$ cat config.mk
export PLATFORM = sky130hd
export DESIGN_NAME = exec_top
export DESIGN_NICKNAME = d
export VERILOG_FILES = /design/src/common/ex_pkg.sv /design/src/ex/ex_alu.sv /design/src/ex/ex_branch.sv /design/src/muldiv/muldiv_unit.sv /design/src/ex/ex_stage.sv /design/src/logic/exec_top.sv
export SDC_FILE = /design/constraint.sdc
export NUM_CORES = 2
export LEC_CHECK = 0
export BUFFER_PORTS_ARGS = -buffer_cell sky130_fd_sc_hd__buf_2
export CELL_PAD_IN_SITES_DETAIL_PLACEMENT = 1
export CELL_PAD_IN_SITES_GLOBAL_PLACEMENT = 2
export CORE_MARGIN = 1
export CORE_UTILIZATION = 38
export CTS_CLUSTER_SIZE = 30
export DETAILED_ROUTE_END_ITERATION = 10
export PLACE_DENSITY = 0.95
export SLEW_MARGIN = 20
export SYNTH_ARGS = -nofsm -noshare
export SYNTH_HDL_FRONTEND = slang
export SYNTH_HIERARCHICAL = 1
export SYNTH_SLANG_ARGS = --single-unit
$ cat constraint.sdc
create_clock -name clk -period 9.6 [get_ports clk]
set_input_delay 1.44 -clock clk [delete_from_list [all_inputs] [get_ports clk]]
set_output_delay 1.44 -clock clk [all_outputs]
set_load 0.1 [all_outputs]
$ cat src/common/ex_pkg.sv
`default_nettype none

package ex_pkg;

    typedef enum logic [5:0] {
        OP_NOP,
        OP_ADD,
        OP_SUB,
        OP_SLT,
        OP_SLTU,
        OP_AND,
        OP_OR,
        OP_XOR,
        OP_NOR,
        OP_ORN,
        OP_ANDN,
        OP_SLL,
        OP_SRL,
        OP_SRA,
        OP_LUI,
        OP_PCADDU,
        OP_MUL,
        OP_MULH,
        OP_MULHU,
        OP_DIV,
        OP_DIVU,
        OP_MOD,
        OP_MODU,
        OP_B,
        OP_BL,
        OP_JIRL,
        OP_BEQ,
        OP_BNE,
        OP_BLT,
        OP_BGE,
        OP_BLTU,
        OP_BGEU,
        OP_LD_B,
        OP_LD_H,
        OP_LD_W,
        OP_ST_B,
        OP_ST_H,
        OP_ST_W,
        OP_RDCNTVL,
        OP_RDCNTVH
    } ex_op_e;

    // Result family written back to the register file
    typedef enum logic [2:0] {
        SEL_NONE,
        SEL_LOGIC,
        SEL_SHIFT,
        SEL_MOVE,
        SEL_ARITH,
        SEL_JUMP,
        SEL_CNT
    } res_sel_e;

    typedef enum logic [3:0] {
        EXCP_NONE     = 4'h0,
        EXCP_UPSTREAM = 4'h8,
        EXCP_ALE      = 4'h9
    } excp_code_e;

    typedef enum logic [2:0] {
        MD_MUL,
        MD_MULH,
        MD_MULHU,
        MD_DIV,
        MD_DIVU,
        MD_MOD,
        MD_MODU
    } muldiv_mode_e;

    typedef struct packed {
        logic             valid;
        logic [31:0]      pc;
        ex_op_e           op;
        res_sel_e         sel;
        logic [1:0][4:0]  rs_addr;
        logic [1:0][31:0] rs_data;
        logic [31:0]      imm;
        logic             use_imm;
        logic             wen;
        logic [4:0]       waddr;
        logic             excp;
        excp_code_e       excp_code;
    } dispatch_t;

    // One memory-stage write slot
    typedef struct packed {
        logic        wen;
        logic        is_load;
        logic [4:0]  waddr;
        logic [31:0] wdata;
    } mem_fwd_t;

    typedef struct packed {
        logic        valid;
        logic [31:0] pc;
        ex_op_e      op;
        logic        wen;
        logic [4:0]  waddr;
        logic [31:0] wdata;
        logic [31:0] mem_addr;
        logic [31:0] store_data;
        logic        excp;
        excp_code_e  excp_code;
        logic        last_in_block;
    } ex_mem_t;

    typedef struct packed {
        logic        taken;
        logic [31:0] target;
    } branch_t;

endpackage

`default_nettype wire

$ cat src/ex/ex_alu.sv
`timescale 1ns/1ps
`default_nettype none

module ex_alu (
    input  ex_pkg::ex_op_e op_i,
    input  logic [31:0]    a_i,
    input  logic [31:0]    b_i,
    input  logic [31:0]    pc_i,
    output logic [31:0]    logic_o,
    output logic [31:0]    shift_o,
    output logic [31:0]    move_o,
    output logic [31:0]    arith_o
);

    logic [4:0] shamt;

    assign shamt = b_i[4:0];

    always_comb begin
        case (op_i)
            ex_pkg::OP_AND:  logic_o = a_i & b_i;
            ex_pkg::OP_OR:   logic_o = a_i | b_i;
            ex_pkg::OP_XOR:  logic_o = a_i ^ b_i;
            ex_pkg::OP_NOR:  logic_o = ~(a_i | b_i);
            ex_pkg::OP_ORN:  logic_o = a_i | ~b_i;
            ex_pkg::OP_ANDN: logic_o = a_i & ~b_i;
            default:         logic_o = 32'd0;
        endcase
    end

    always_comb begin
        case (op_i)
            ex_pkg::OP_SLL: shift_o = a_i << shamt;
            ex_pkg::OP_SRL: shift_o = a_i >> shamt;
            // Sign fill from bit 31
            ex_pkg::OP_SRA: shift_o = $signed(a_i) >>> shamt;
            default:        shift_o = 32'd0;
        endcase
    end

    always_comb begin
        case (op_i)
            ex_pkg::OP_LUI:    move_o = b_i;
            ex_pkg::OP_PCADDU: move_o = pc_i + b_i;
            default:           move_o = 32'd0;
        endcase
    end

    always_comb begin
        case (op_i)
            ex_pkg::OP_ADD:  arith_o = a_i + b_i;
            ex_pkg::OP_SUB:  arith_o = a_i - b_i;
            ex_pkg::OP_SLT:  arith_o = {31'd0, $signed(a_i) < $signed(b_i)};
            ex_pkg::OP_SLTU: arith_o = {31'd0, a_i < b_i};
            default:         arith_o = 32'd0;
        endcase
    end

endmodule

`default_nettype wire

$ cat src/ex/ex_branch.sv
`timescale 1ns/1ps
`default_nettype none

module ex_branch (
    input  logic            instr_valid_i,
    input  ex_pkg::ex_op_e  op_i,
    input  logic [31:0]     a_i,
    input  logic [31:0]     b_i,
    input  logic [31:0]     pc_i,
    input  logic [31:0]     imm_i,
    output ex_pkg::branch_t branch_o
);

    logic cond;

    always_comb begin
        case (op_i)
            ex_pkg::OP_B,
            ex_pkg::OP_BL,
            ex_pkg::OP_JIRL: cond = 1'b1;
            ex_pkg::OP_BEQ:  cond = a_i == b_i;
            ex_pkg::OP_BNE:  cond = a_i != b_i;
            ex_pkg::OP_BLT:  cond = $signed(a_i) < $signed(b_i);
            ex_pkg::OP_BGE:  cond = $signed(a_i) >= $signed(b_i);
            ex_pkg::OP_BLTU: cond = a_i < b_i;
            ex_pkg::OP_BGEU: cond = a_i >= b_i;
            default:         cond = 1'b0;
        endcase
    end

    always_comb begin
        branch_o.taken = instr_valid_i & cond;
        // Register-relative only for JIRL
        if (op_i == ex_pkg::OP_JIRL) begin
            branch_o.target = a_i + imm_i;
        end else begin
            branch_o.target = pc_i + imm_i;
        end
    end

endmodule

`default_nettype wire

$ cat src/muldiv/muldiv_unit.sv
`timescale 1ns/1ps
`default_nettype none

module muldiv_unit (
    input  logic                 clk,
    input  logic                 rst_n_i,
    input  logic                 abort_i,
    input  logic                 start_i,
    input  ex_pkg::muldiv_mode_e mode_i,
    input  logic [31:0]          a_i,
    input  logic [31:0]          b_i,
    input  logic                 ack_i,
    output logic                 busy_o,
    output logic                 done_o,
    output logic [31:0]          result_o
);

    typedef enum logic [1:0] {
        S_IDLE,
        S_RUN,
        S_DONE
    } state_e;

    state_e               state_q;
    logic [5:0]           cnt_q;
    ex_pkg::muldiv_mode_e mode_q;
    logic [63:0]          acc_q;
    logic [31:0]          opnd_q;
    logic [31:0]          dvd_q;
    logic                 neg_q;
    logic [31:0]          result_q;

    logic        is_signed;
    logic        is_div;
    logic        last;
    logic [31:0] a_abs;
    logic [31:0] b_abs;
    logic        neg_start;
    logic [32:0] mul_sum;
    logic [63:0] mul_nxt;
    logic [32:0] div_tmp;
    logic [32:0] div_diff;
    logic [63:0] div_nxt;
    logic [63:0] fin;
    logic [63:0] prod;
    logic [31:0] quo;
    logic [31:0] rem;
    logic [31:0] res_fin;

    // Operand conditioning at start
    always_comb begin
        is_signed = mode_i inside {ex_pkg::MD_MUL, ex_pkg::MD_MULH, ex_pkg::MD_DIV,
                                   ex_pkg::MD_MOD};
        a_abs = (is_signed && a_i[31]) ? -a_i : a_i;
        b_abs = (is_signed && b_i[31]) ? -b_i : b_i;
        if (mode_i == ex_pkg::MD_MOD) begin
            neg_start = is_signed & a_i[31];
        end else begin
            neg_start = is_signed & (a_i[31] ^ b_i[31]);
        end
    end

    assign is_div = mode_q inside {ex_pkg::MD_DIV, ex_pkg::MD_DIVU, ex_pkg::MD_MOD,
                                   ex_pkg::MD_MODU};
    // Multiply finishes on its last add, divide needs one more cycle for the fixup
    assign last   = is_div ? (cnt_q == 6'd32) : (cnt_q == 6'd31);

    // One shift-add step, multiplier in the low half
    assign mul_sum = {1'b0, acc_q[63:32]} + (acc_q[0] ? {1'b0, opnd_q} : 33'd0);
    assign mul_nxt = {mul_sum, acc_q[31:1]};

    // One restoring step, remainder high and quotient low
    assign div_tmp  = {acc_q[63:32], acc_q[31]};
    assign div_diff = div_tmp - {1'b0, opnd_q};
    assign div_nxt  = div_diff[32] ? {div_tmp[31:0], acc_q[30:0], 1'b0}
                                   : {div_diff[31:0], acc_q[30:0], 1'b1};

    always_comb begin
        fin  = is_div ? acc_q : mul_nxt;
        prod = neg_q ? -fin : fin;
        quo  = neg_q ? -fin[31:0] : fin[31:0];
        rem  = neg_q ? -fin[63:32] : fin[63:32];
        // Min / -1 comes out as min with remainder 0 on the magnitude path
        case (mode_q)
            ex_pkg::MD_MUL:   res_fin = prod[31:0];
            ex_pkg::MD_MULH,
            ex_pkg::MD_MULHU: res_fin = prod[63:32];
            ex_pkg::MD_DIV,
            ex_pkg::MD_DIVU:  res_fin = (opnd_q == 32'd0) ? 32'hffff_ffff : quo;
            default:          res_fin = (opnd_q == 32'd0) ? dvd_q : rem;
        endcase
    end

    always_ff @(posedge clk) begin
        if (!rst_n_i) begin
            state_q <= S_IDLE;
            cnt_q   <= 6'd0;
        end else if (abort_i) begin
            state_q <= S_IDLE;
            cnt_q   <= 6'd0;
        end else begin
            case (state_q)
                S_IDLE: begin
                    if (start_i) begin
                        state_q <= S_RUN;
                        cnt_q   <= 6'd0;
                    end
                end
                S_RUN: begin
                    cnt_q <= cnt_q + 6'd1;
                    if (last) begin
                        state_q <= S_DONE;
                    end
                end
                default: begin
                    if (ack_i) begin
                        state_q <= S_IDLE;
                    end
                end
            endcase
        end
    end

    always_ff @(posedge clk) begin
        if (state_q == S_IDLE && start_i) begin
            mode_q <= mode_i;
            acc_q  <= {32'd0, a_abs};
            opnd_q <= b_abs;
            dvd_q  <= a_i;
            neg_q  <= neg_start;
        end else if (state_q == S_RUN) begin
            if (cnt_q < 6'd32) begin
                acc_q <= is_div ? div_nxt : mul_nxt;
            end
            if (last) begin
                result_q <= res_fin;
            end
        end
    end

    assign busy_o   = state_q != S_IDLE;
    assign done_o   = state_q == S_DONE;
    assign result_o = result_q;

endmodule

`default_nettype wire

$ cat src/ex/ex_stage.sv
`timescale 1ns/1ps
`default_nettype none

module ex_stage (
    input  logic                   clk,
    input  logic                   rst_n_i,
    input  ex_pkg::dispatch_t      dispatch_i,
    input  ex_pkg::mem_fwd_t [1:0] mem_fwd_i,
    input  logic [63:0]            timer_64_i,
    input  logic                   stall_i,
    input  logic                   flush_i,
    output ex_pkg::ex_mem_t        ex_mem_o,
    output ex_pkg::branch_t        branch_o,
    output logic                   stall_req_o
);

    logic [1:0][31:0]     rs_fwd;
    logic [31:0]          opa;
    logic [31:0]          opb;
    logic [31:0]          logic_res;
    logic [31:0]          shift_res;
    logic [31:0]          move_res;
    logic [31:0]          arith_res;
    logic                 md_op;
    ex_pkg::muldiv_mode_e md_mode;
    logic                 md_start;
    logic                 md_ack;
    logic                 md_busy;
    logic                 md_done;
    logic [31:0]          md_result;
    logic [31:0]          mem_addr;
    logic                 ale;
    ex_pkg::ex_mem_t      ex_mem_d;

    // Load forwarding, newer slot checked last so it wins
    always_comb begin
        for (int i = 0; i < 2; i++) begin
            rs_fwd[i] = dispatch_i.rs_data[i];
            for (int s = 0; s < 2; s++) begin
                if (mem_fwd_i[s].wen && mem_fwd_i[s].is_load &&
                    dispatch_i.rs_addr[i] != 5'd0 &&
                    mem_fwd_i[s].waddr == dispatch_i.rs_addr[i]) begin
                    rs_fwd[i] = mem_fwd_i[s].wdata;
                end
            end
        end
    end

    assign opa = rs_fwd[0];
    assign opb = dispatch_i.use_imm ? dispatch_i.imm : rs_fwd[1];

    ex_alu i_ex_alu (
        .op_i    (dispatch_i.op),
        .a_i     (opa),
        .b_i     (opb),
        .pc_i    (dispatch_i.pc),
        .logic_o (logic_res),
        .shift_o (shift_res),
        .move_o  (move_res),
        .arith_o (arith_res)
    );

    ex_branch i_ex_branch (
        .instr_valid_i (dispatch_i.valid),
        .op_i          (dispatch_i.op),
        .a_i           (opa),
        .b_i           (opb),
        .pc_i          (dispatch_i.pc),
        .imm_i         (dispatch_i.imm),
        .branch_o      (branch_o)
    );

    always_comb begin
        md_op = 1'b1;
        case (dispatch_i.op)
            ex_pkg::OP_MUL:   md_mode = ex_pkg::MD_MUL;
            ex_pkg::OP_MULH:  md_mode = ex_pkg::MD_MULH;
            ex_pkg::OP_MULHU: md_mode = ex_pkg::MD_MULHU;
            ex_pkg::OP_DIV:   md_mode = ex_pkg::MD_DIV;
            ex_pkg::OP_DIVU:  md_mode = ex_pkg::MD_DIVU;
            ex_pkg::OP_MOD:   md_mode = ex_pkg::MD_MOD;
            ex_pkg::OP_MODU:  md_mode = ex_pkg::MD_MODU;
            default: begin
                md_op   = 1'b0;
                md_mode = ex_pkg::MD_MUL;
            end
        endcase
    end

    assign md_start    = dispatch_i.valid & md_op & ~md_busy;
    assign stall_req_o = dispatch_i.valid & md_op & ~md_done;
    // Result leaves the unit when the EX/MEM register takes it
    assign md_ack      = dispatch_i.valid & md_op & md_done & ~stall_i;

    muldiv_unit i_muldiv_unit (
        .clk      (clk),
        .rst_n_i  (rst_n_i),
        .abort_i  (flush_i),
        .start_i  (md_start),
        .mode_i   (md_mode),
        .a_i      (opa),
        .b_i      (opb),
        .ack_i    (md_ack),
        .busy_o   (md_busy),
        .done_o   (md_done),
        .result_o (md_result)
    );

    assign mem_addr = opa + dispatch_i.imm;

    always_comb begin
        case (dispatch_i.op)
            ex_pkg::OP_LD_H, ex_pkg::OP_ST_H: ale = mem_addr[0];
            ex_pkg::OP_LD_W, ex_pkg::OP_ST_W: ale = |mem_addr[1:0];
            default:                          ale = 1'b0;
        endcase
    end

    always_comb begin
        ex_mem_d.valid         = dispatch_i.valid;
        ex_mem_d.pc            = dispatch_i.pc;
        ex_mem_d.op            = dispatch_i.op;
        ex_mem_d.wen           = dispatch_i.wen & ~ale;
        ex_mem_d.waddr         = dispatch_i.waddr;
        ex_mem_d.mem_addr      = mem_addr;
        ex_mem_d.store_data    = rs_fwd[1];
        ex_mem_d.excp          = dispatch_i.excp | ale;
        ex_mem_d.last_in_block = branch_o.taken;
        // Earlier stage exception keeps its code
        if (dispatch_i.excp) begin
            ex_mem_d.excp_code = dispatch_i.excp_code;
        end else if (ale) begin
            ex_mem_d.excp_code = ex_pkg::EXCP_ALE;
        end else begin
            ex_mem_d.excp_code = ex_pkg::EXCP_NONE;
        end
        case (dispatch_i.sel)
            ex_pkg::SEL_LOGIC: ex_mem_d.wdata = logic_res;
            ex_pkg::SEL_SHIFT: ex_mem_d.wdata = shift_res;
            ex_pkg::SEL_MOVE:  ex_mem_d.wdata = move_res;
            ex_pkg::SEL_ARITH: ex_mem_d.wdata = md_op ? md_result : arith_res;
            ex_pkg::SEL_JUMP:  ex_mem_d.wdata = dispatch_i.pc + 32'd4;
            ex_pkg::SEL_CNT: begin
                if (dispatch_i.op == ex_pkg::OP_RDCNTVH) begin
                    ex_mem_d.wdata = timer_64_i[63:32];
                end else begin
                    ex_mem_d.wdata = timer_64_i[31:0];
                end
            end
            default:           ex_mem_d.wdata = 32'd0;
        endcase
    end

    always_ff @(posedge clk) begin
        if (!rst_n_i) begin
            ex_mem_o <= '0;
        end else if (flush_i) begin
            ex_mem_o <= '0;
        end else if (!stall_i) begin
            if (stall_req_o || !dispatch_i.valid) begin
                ex_mem_o <= '0;
            end else begin
                ex_mem_o <= ex_mem_d;
            end
        end
    end

endmodule

`default_nettype wire

$ cat src/logic/exec_top.sv
`timescale 1ns/1ps
`default_nettype none

module exec_top (
    input  logic                   clk,
    input  logic                   rst_n_i,
    input  ex_pkg::dispatch_t      dispatch_i,
    input  ex_pkg::mem_fwd_t [1:0] mem_fwd_i,
    input  logic [63:0]            timer_64_i,
    input  logic                   stall_i,
    input  logic                   flush_i,
    output ex_pkg::ex_mem_t        ex_mem_o,
    output ex_pkg::branch_t        branch_o,
    output logic                   stall_req_o
);

    ex_stage i_ex_stage (
        .clk         (clk),
        .rst_n_i     (rst_n_i),
        .dispatch_i  (dispatch_i),
        .mem_fwd_i   (mem_fwd_i),
        .timer_64_i  (timer_64_i),
        .stall_i     (stall_i),
        .flush_i     (flush_i),
        .ex_mem_o    (ex_mem_o),
        .branch_o    (branch_o),
        .stall_req_o (stall_req_o)
    );

endmodule

`default_nettype wire

* Yosys cells after proc, flatten, opt, wreduce, memory -nomap -nowiden *
Index checks and enable logic that the tools add are counted.

operators by class
  add/subtract/negate cells = 14
  order comparisons = 5
  eq/ne operators = 63
  shift operators = 3
  muxes and demuxes = 43
  bitwise operators = 24
  reduce and logical (&&, ||, !) cells = 41

operator list
  operator                                              number
  two-way mux 32 bit                                    18
  case mux 32 bit (6 select lines)                      2
  two-way mux 64 bit                                    4
  case mux 32 bit (3 select lines)                      2
  two-way mux 147 bit                                   1
  adder 32 bit                                          4
  negation 32 bit                                       4
  case mux 32 bit (4 select lines)                      1
  equality test 6 x 5 -> 1 bit (second input constant)  17
  AND 32 bit                                            2
  >= comparator 32 bit                                  2
  less-than comparator 32 bit                           2
  negation 64 bit                                       1
  NOT 32 bit                                            2
  bitwise OR 32 bit                                     2
  case mux 32 bit (2 select lines)                      1
  equality test 6 x 4 -> 1 bit (second input constant)  8
  equality test 6 bit (second input constant)           6
  adder 32 x 32 -> 33 bit                               1
  subtractor 33 x 32 -> 33 bit                          1
  adder 32 x 3 -> 32 bit (second input constant)        1
  equality test 32 bit                                  1
  zero test 32 bit                                      1
  != test 32 bit                                        1
  44 further kinds                                      108

word-level totals
  flip-flop bits (word level) = 319
  output and inout port bits = 181

* Logic depth before layout (Yosys ltp) *
  word-level depth = 11
  mapped depth = 30
  mapped depth without buffers = 25

* Cells and area by module *
Netlist, hierarchy kept.

by module, submodules not included
  module       times used  cells each  area an instance (um2)  sequential area each (um2)
  muldiv_unit  1           2,109       16,668.5                4,764.6
  ex_alu       1           1,765       11,279.6                0.0
  ex_stage     1           1,498       11,104.4                2,942.8
  ex_branch    1           380         2,862.7                 0.0

* Worst setup path before layout *
No wires, ideal clock.

  kind = input-to-output
  start = input port dispatch_i[109] (netlist name)
  end = output port branch_o[30] (netlist name)
  data arrival time = 6.952 ns
  path slack = 1.208 ns
  stages = 17
  buffers on the path = 1
  path through = or4_1 > nor2_1 > nor4_2 > buf_2 > mux2i_1 > o21ai_0 > mux2_2 > ha_1 > a21oi_1 > nand4b_1 > a211oi_2 > o21ai_2 > a31oi_4 > a211o_1 > a21oi_1 > o31a_1 > xnor2_1

RTL lines
  item         RTL line        RTL
  from (decl)  exec_top.sv:7   input ex_pkg::dispatch_t dispatch_i,
  to (decl)    exec_top.sv:13  output ex_pkg::branch_t branch_o,

==> impl_metrics.py <==
metrics = {
    "status": {
        "outcome": "finished clean",
    },
    "worst_setup_path": {
        "arrival_ns": 7.54,
        "worstReg2RegEnd": "i_ex_stage/i_muldiv_unit/result_o[18]",
        "timing.rr.start": "i_ex_stage/i_muldiv_unit/mode_q[0]",
        "crit_type": "primary input to primary output",
        "reg2reg_slack_ns": 3.34,
        "startpoint_type": "primary input",
        "cp.required_ns": 8.16,
        "path_max_fanout": 22,
        "reg2reg_depth": 15,
        "end_kind": "primary output",
    },
    "global_routing": {
        "antenna_found_initial": 33,
        "grt_use_total_pct": 42.1,
        "gr-total-overflow": 0,
        "grt_pass1_wl_mm": 345,
        "grt_pass1_vias": 49200,
        "grt_max_degree": 79,
    },
    "timing": {
        "timing.hold.ws_ns": 0.453,
        "maxSlewHeadroom_pct": 17.3,
        "finalHoldViolCount": 0,
        "fmax_mhz": 111,
        "worst_slew_pin_slew_ns": 1.23,
        "rsz0062_at_grt": "no",
        "period_share_pct": 93.6,
        "slew_viol_final": 0,
        "finalSetupViolCount": 0,
        "skew_ns": 0.0286,
        "fin_setup_tns_ns": 0,
        "setup_slack_ns": 0.619,
        "finalCriticalPeriod_ns": 8.98,
    },
    "clocking": {
        "clk-insertion-delay-late_ns": 0.67,
        "numCtsBuffers": 44,
        "clk_path_buf_depth": 3,
        "clock-root-buffer": "clkbuf_16",
        "cts_hold_buffers": 0,
        "clk_pin_slew_ns": 0.06,
        "cts_resized": 0,
        "post-cts-setup-buffer-count": 0,
        "cts.sinks": 319,
        "htreeDepth": 2,
        "cts_tree": "done",
    },
    "finish": {
        "drive_above_1_share_pct": 15.5,
        "final_cell_mix": "nor2_1 (612), nand2_1 (611), a21oi_1 (552)",
        "multi_input_area_um2": 32200,
        "fillers": 13800,
        "instances_no_fill": 7603,
        "final_common_cell": "nor2_1",
        "post-route-util_pct": 43.7,
        "seq_area_um2": 7710,
        "finalInstanceArea_um2": 47700,
        "final_net_count": 6719,
        "synthToLayoutAreaGrowth_pct": 13.8,
    },
    "hold_path": {
        "hold_depth": 2,
        "hp-start": "i_ex_stage/ex_mem_o[58]",
        "min_to": "i_ex_stage/ex_mem_o[58]",
        "min_path_type": "flip-flop to flip-flop",
    },
    "floorplan": {
        "core_um2": 109000,
        "chipHeight_um": 334,
        "dieWidth_um": 334,
        "die-area_um2": 112000,
        "io-pin-count": 487,
        "num_rows": 121,
        "start_util_pct": 38.4,
    },
    "place": {
        "globalplace.congestion": 1.04,
        "postPlaceCellArea_um2": 46100,
        "dp_worst_setup_slack_ns": 0.952,
        "hpwlAfterDp_mm": 193,
        "numPortBuffers": 486,
        "placed_cells": 7502,
    },
    "synth": {
        "synth_fp_nets": 6399,
        "yosysSeqAreaShare_pct": 18.4,
        "yosysWarningCount": 6,
        "synth_edf_count": 132,
        "async_flop_share_pct": 0,
        "synth.ff_latch_count": 319,
        "synthCells": 5752,
        "netlist.area_leader.share_pct": 9.97,
        "synthFlopType": "dfxtp_1",
        "synth_cell_types": 131,
        "yosysTopAreaCell": "ha_1",
        "synth_area_leaders": "ha_1 (10%), edfxtp_1 (9.5%), dfxtp_1 (8.9%)",
        "syn_area_um2": 41900,
        "avgSynthCellArea_um2": 7.29,
    },
    "pwr": {
        "p_leak_nw": 20.3,
        "ir_worst_vdd_v": 0.000121,
        "power_mw": 6.30,
        "p_per_area_nw_per_um2": 132,
    },
    "route": {
        "remaining_drc_errors": 0,
        "drt_pass1_iterations": 5,
        "avgRoutedWirePerCell_um": 32.2,
        "viasPerCell": 6.58,
        "ant_nets": 0,
        "routed_wl_mm": 245,
        "first_iter_violations": 5185,
        "vias": 50000,
    },
    "run": {
        "maxCapViolCount": 0,
    },
}
==> cells in the mapped netlist, types with 26 or more instances <==
cell type	number
nor2_1	622
nand2_1	613
a21oi_1	552
o21ai_0	408
ha_1	334
clkbuf_1	264
inv_1	224
mux2i_1	211
dfxtp_1	187
xnor2_1	160
edfxtp_1	132
xor2_1	124
a21o_1	114
a22oi_1	105
nand3_1	104
nor3_1	103
a211oi_1	90
a31oi_1	75
and2_1	70
mux2_2	70
nand4_1	67
nand2b_1	64
o21ai_1	63
o31ai_1	59
o22ai_1	53
or3_1	51
o21a_1	50
nor2b_1	46
and3_1	45
buf_2	45
buf_1	42
nor4_1	42
a2bb2oi_1	41
o211ai_1	38
o21bai_1	32
o221ai_1	28
a221oi_1	26
==> logic make-up (layout without fill, tap and decap cells) <==
group                      Yosys count  after routing  synth area share (%)
adders and majority gates          341            341                  10.3
and+or+nand+nor                   1946           1946                  21.7
DFF                                319            319                  18.4
muxes                              293            293                  7.54
xor gates and xnor gates           284            284                  5.93
buffers and inverters              589            943                  5.53
other                                0             21                     0
AOI/OAI and AO/OA                 1980           1980                  30.6
==> layer usage <==
layer | global-route usage, % | up-vias | routed length (um)
met5 | 0 | - | 39
met3 | 9.75 | 798 | 22700
li1 | - | 21800 | -
met1 | 48.9 | 24700 | 91500
met4 | 35.2 | 6 | 23200
met2 | 65.7 | 2706 | 107000
==> worst max-delay path by stage <==
stage	startpoint	to	slack [ns]
floorplan	dispatch_i[109]	branch_o[30]	1.21
global placement	mem_fwd_i[38]	branch_o[32]	0.94
detailed placement	mem_fwd_i[38]	branch_o[32]	0.95
CTS	mem_fwd_i[38]	branch_o[32]	0.94
global route	mem_fwd_i[38]	branch_o[32]	0.50
finish	mem_fwd_i[38]	branch_o[32]	0.62
==> worst max-delay path, cell delays in order <==
cell and delay [ns]:
buf_2 0.07, nand2_1 0.36, a221o_1 0.41, or4_2 1.08, mux2i_1 0.23, nor2_1 0.13
a21oi_1 0.07, o21ai_1 0.66, inv_1 0.12, ha_1 0.33, nand4_1 0.14, nor4_1 0.90
o31a_1 0.37, o31a_1 0.16, o21ai_1 0.08, a221oi_2 0.26, o21a_1 0.21, buf_2 0.48
==> where the power goes <==
group | internal (mW) | switching (mW) | leakage [nW]
logic | 0.914 | 2.08 | 16.8
clock network | 1.02 | 0.766 | 0.731
registers | 1.46 | 0.0559 | 2.72
==> state kept, by name (all words and copies together) (netlist names) <==
signal                             cells
i_ex_stage/i_muldiv_unit/result_o     32
i_ex_stage/i_muldiv_unit/acc_q        64
i_ex_stage/ex_mem_o                  147
i_ex_stage/i_muldiv_unit/state_q       2
i_ex_stage/i_muldiv_unit/opnd_q       32
i_ex_stage/i_muldiv_unit/dvd_q        32
i_ex_stage/i_muldiv_unit/neg_q         1
i_ex_stage/i_muldiv_unit/cnt_q         6
i_ex_stage/i_muldiv_unit/mode_q        3
==> area by class of cell <==
type                            count  area share [%]
Multi-Input combinational cell   4844            67.5
Sequential cell                   319            16.2
Timing Repair Buffer              636            7.47
Tap cell                         1476            3.87
Clock buffer                       63            2.69
Inverter                          227            1.79
Clock inverter                     17           0.433
Antenna cell                       21           0.110
(Power assumes the default switching activity.)
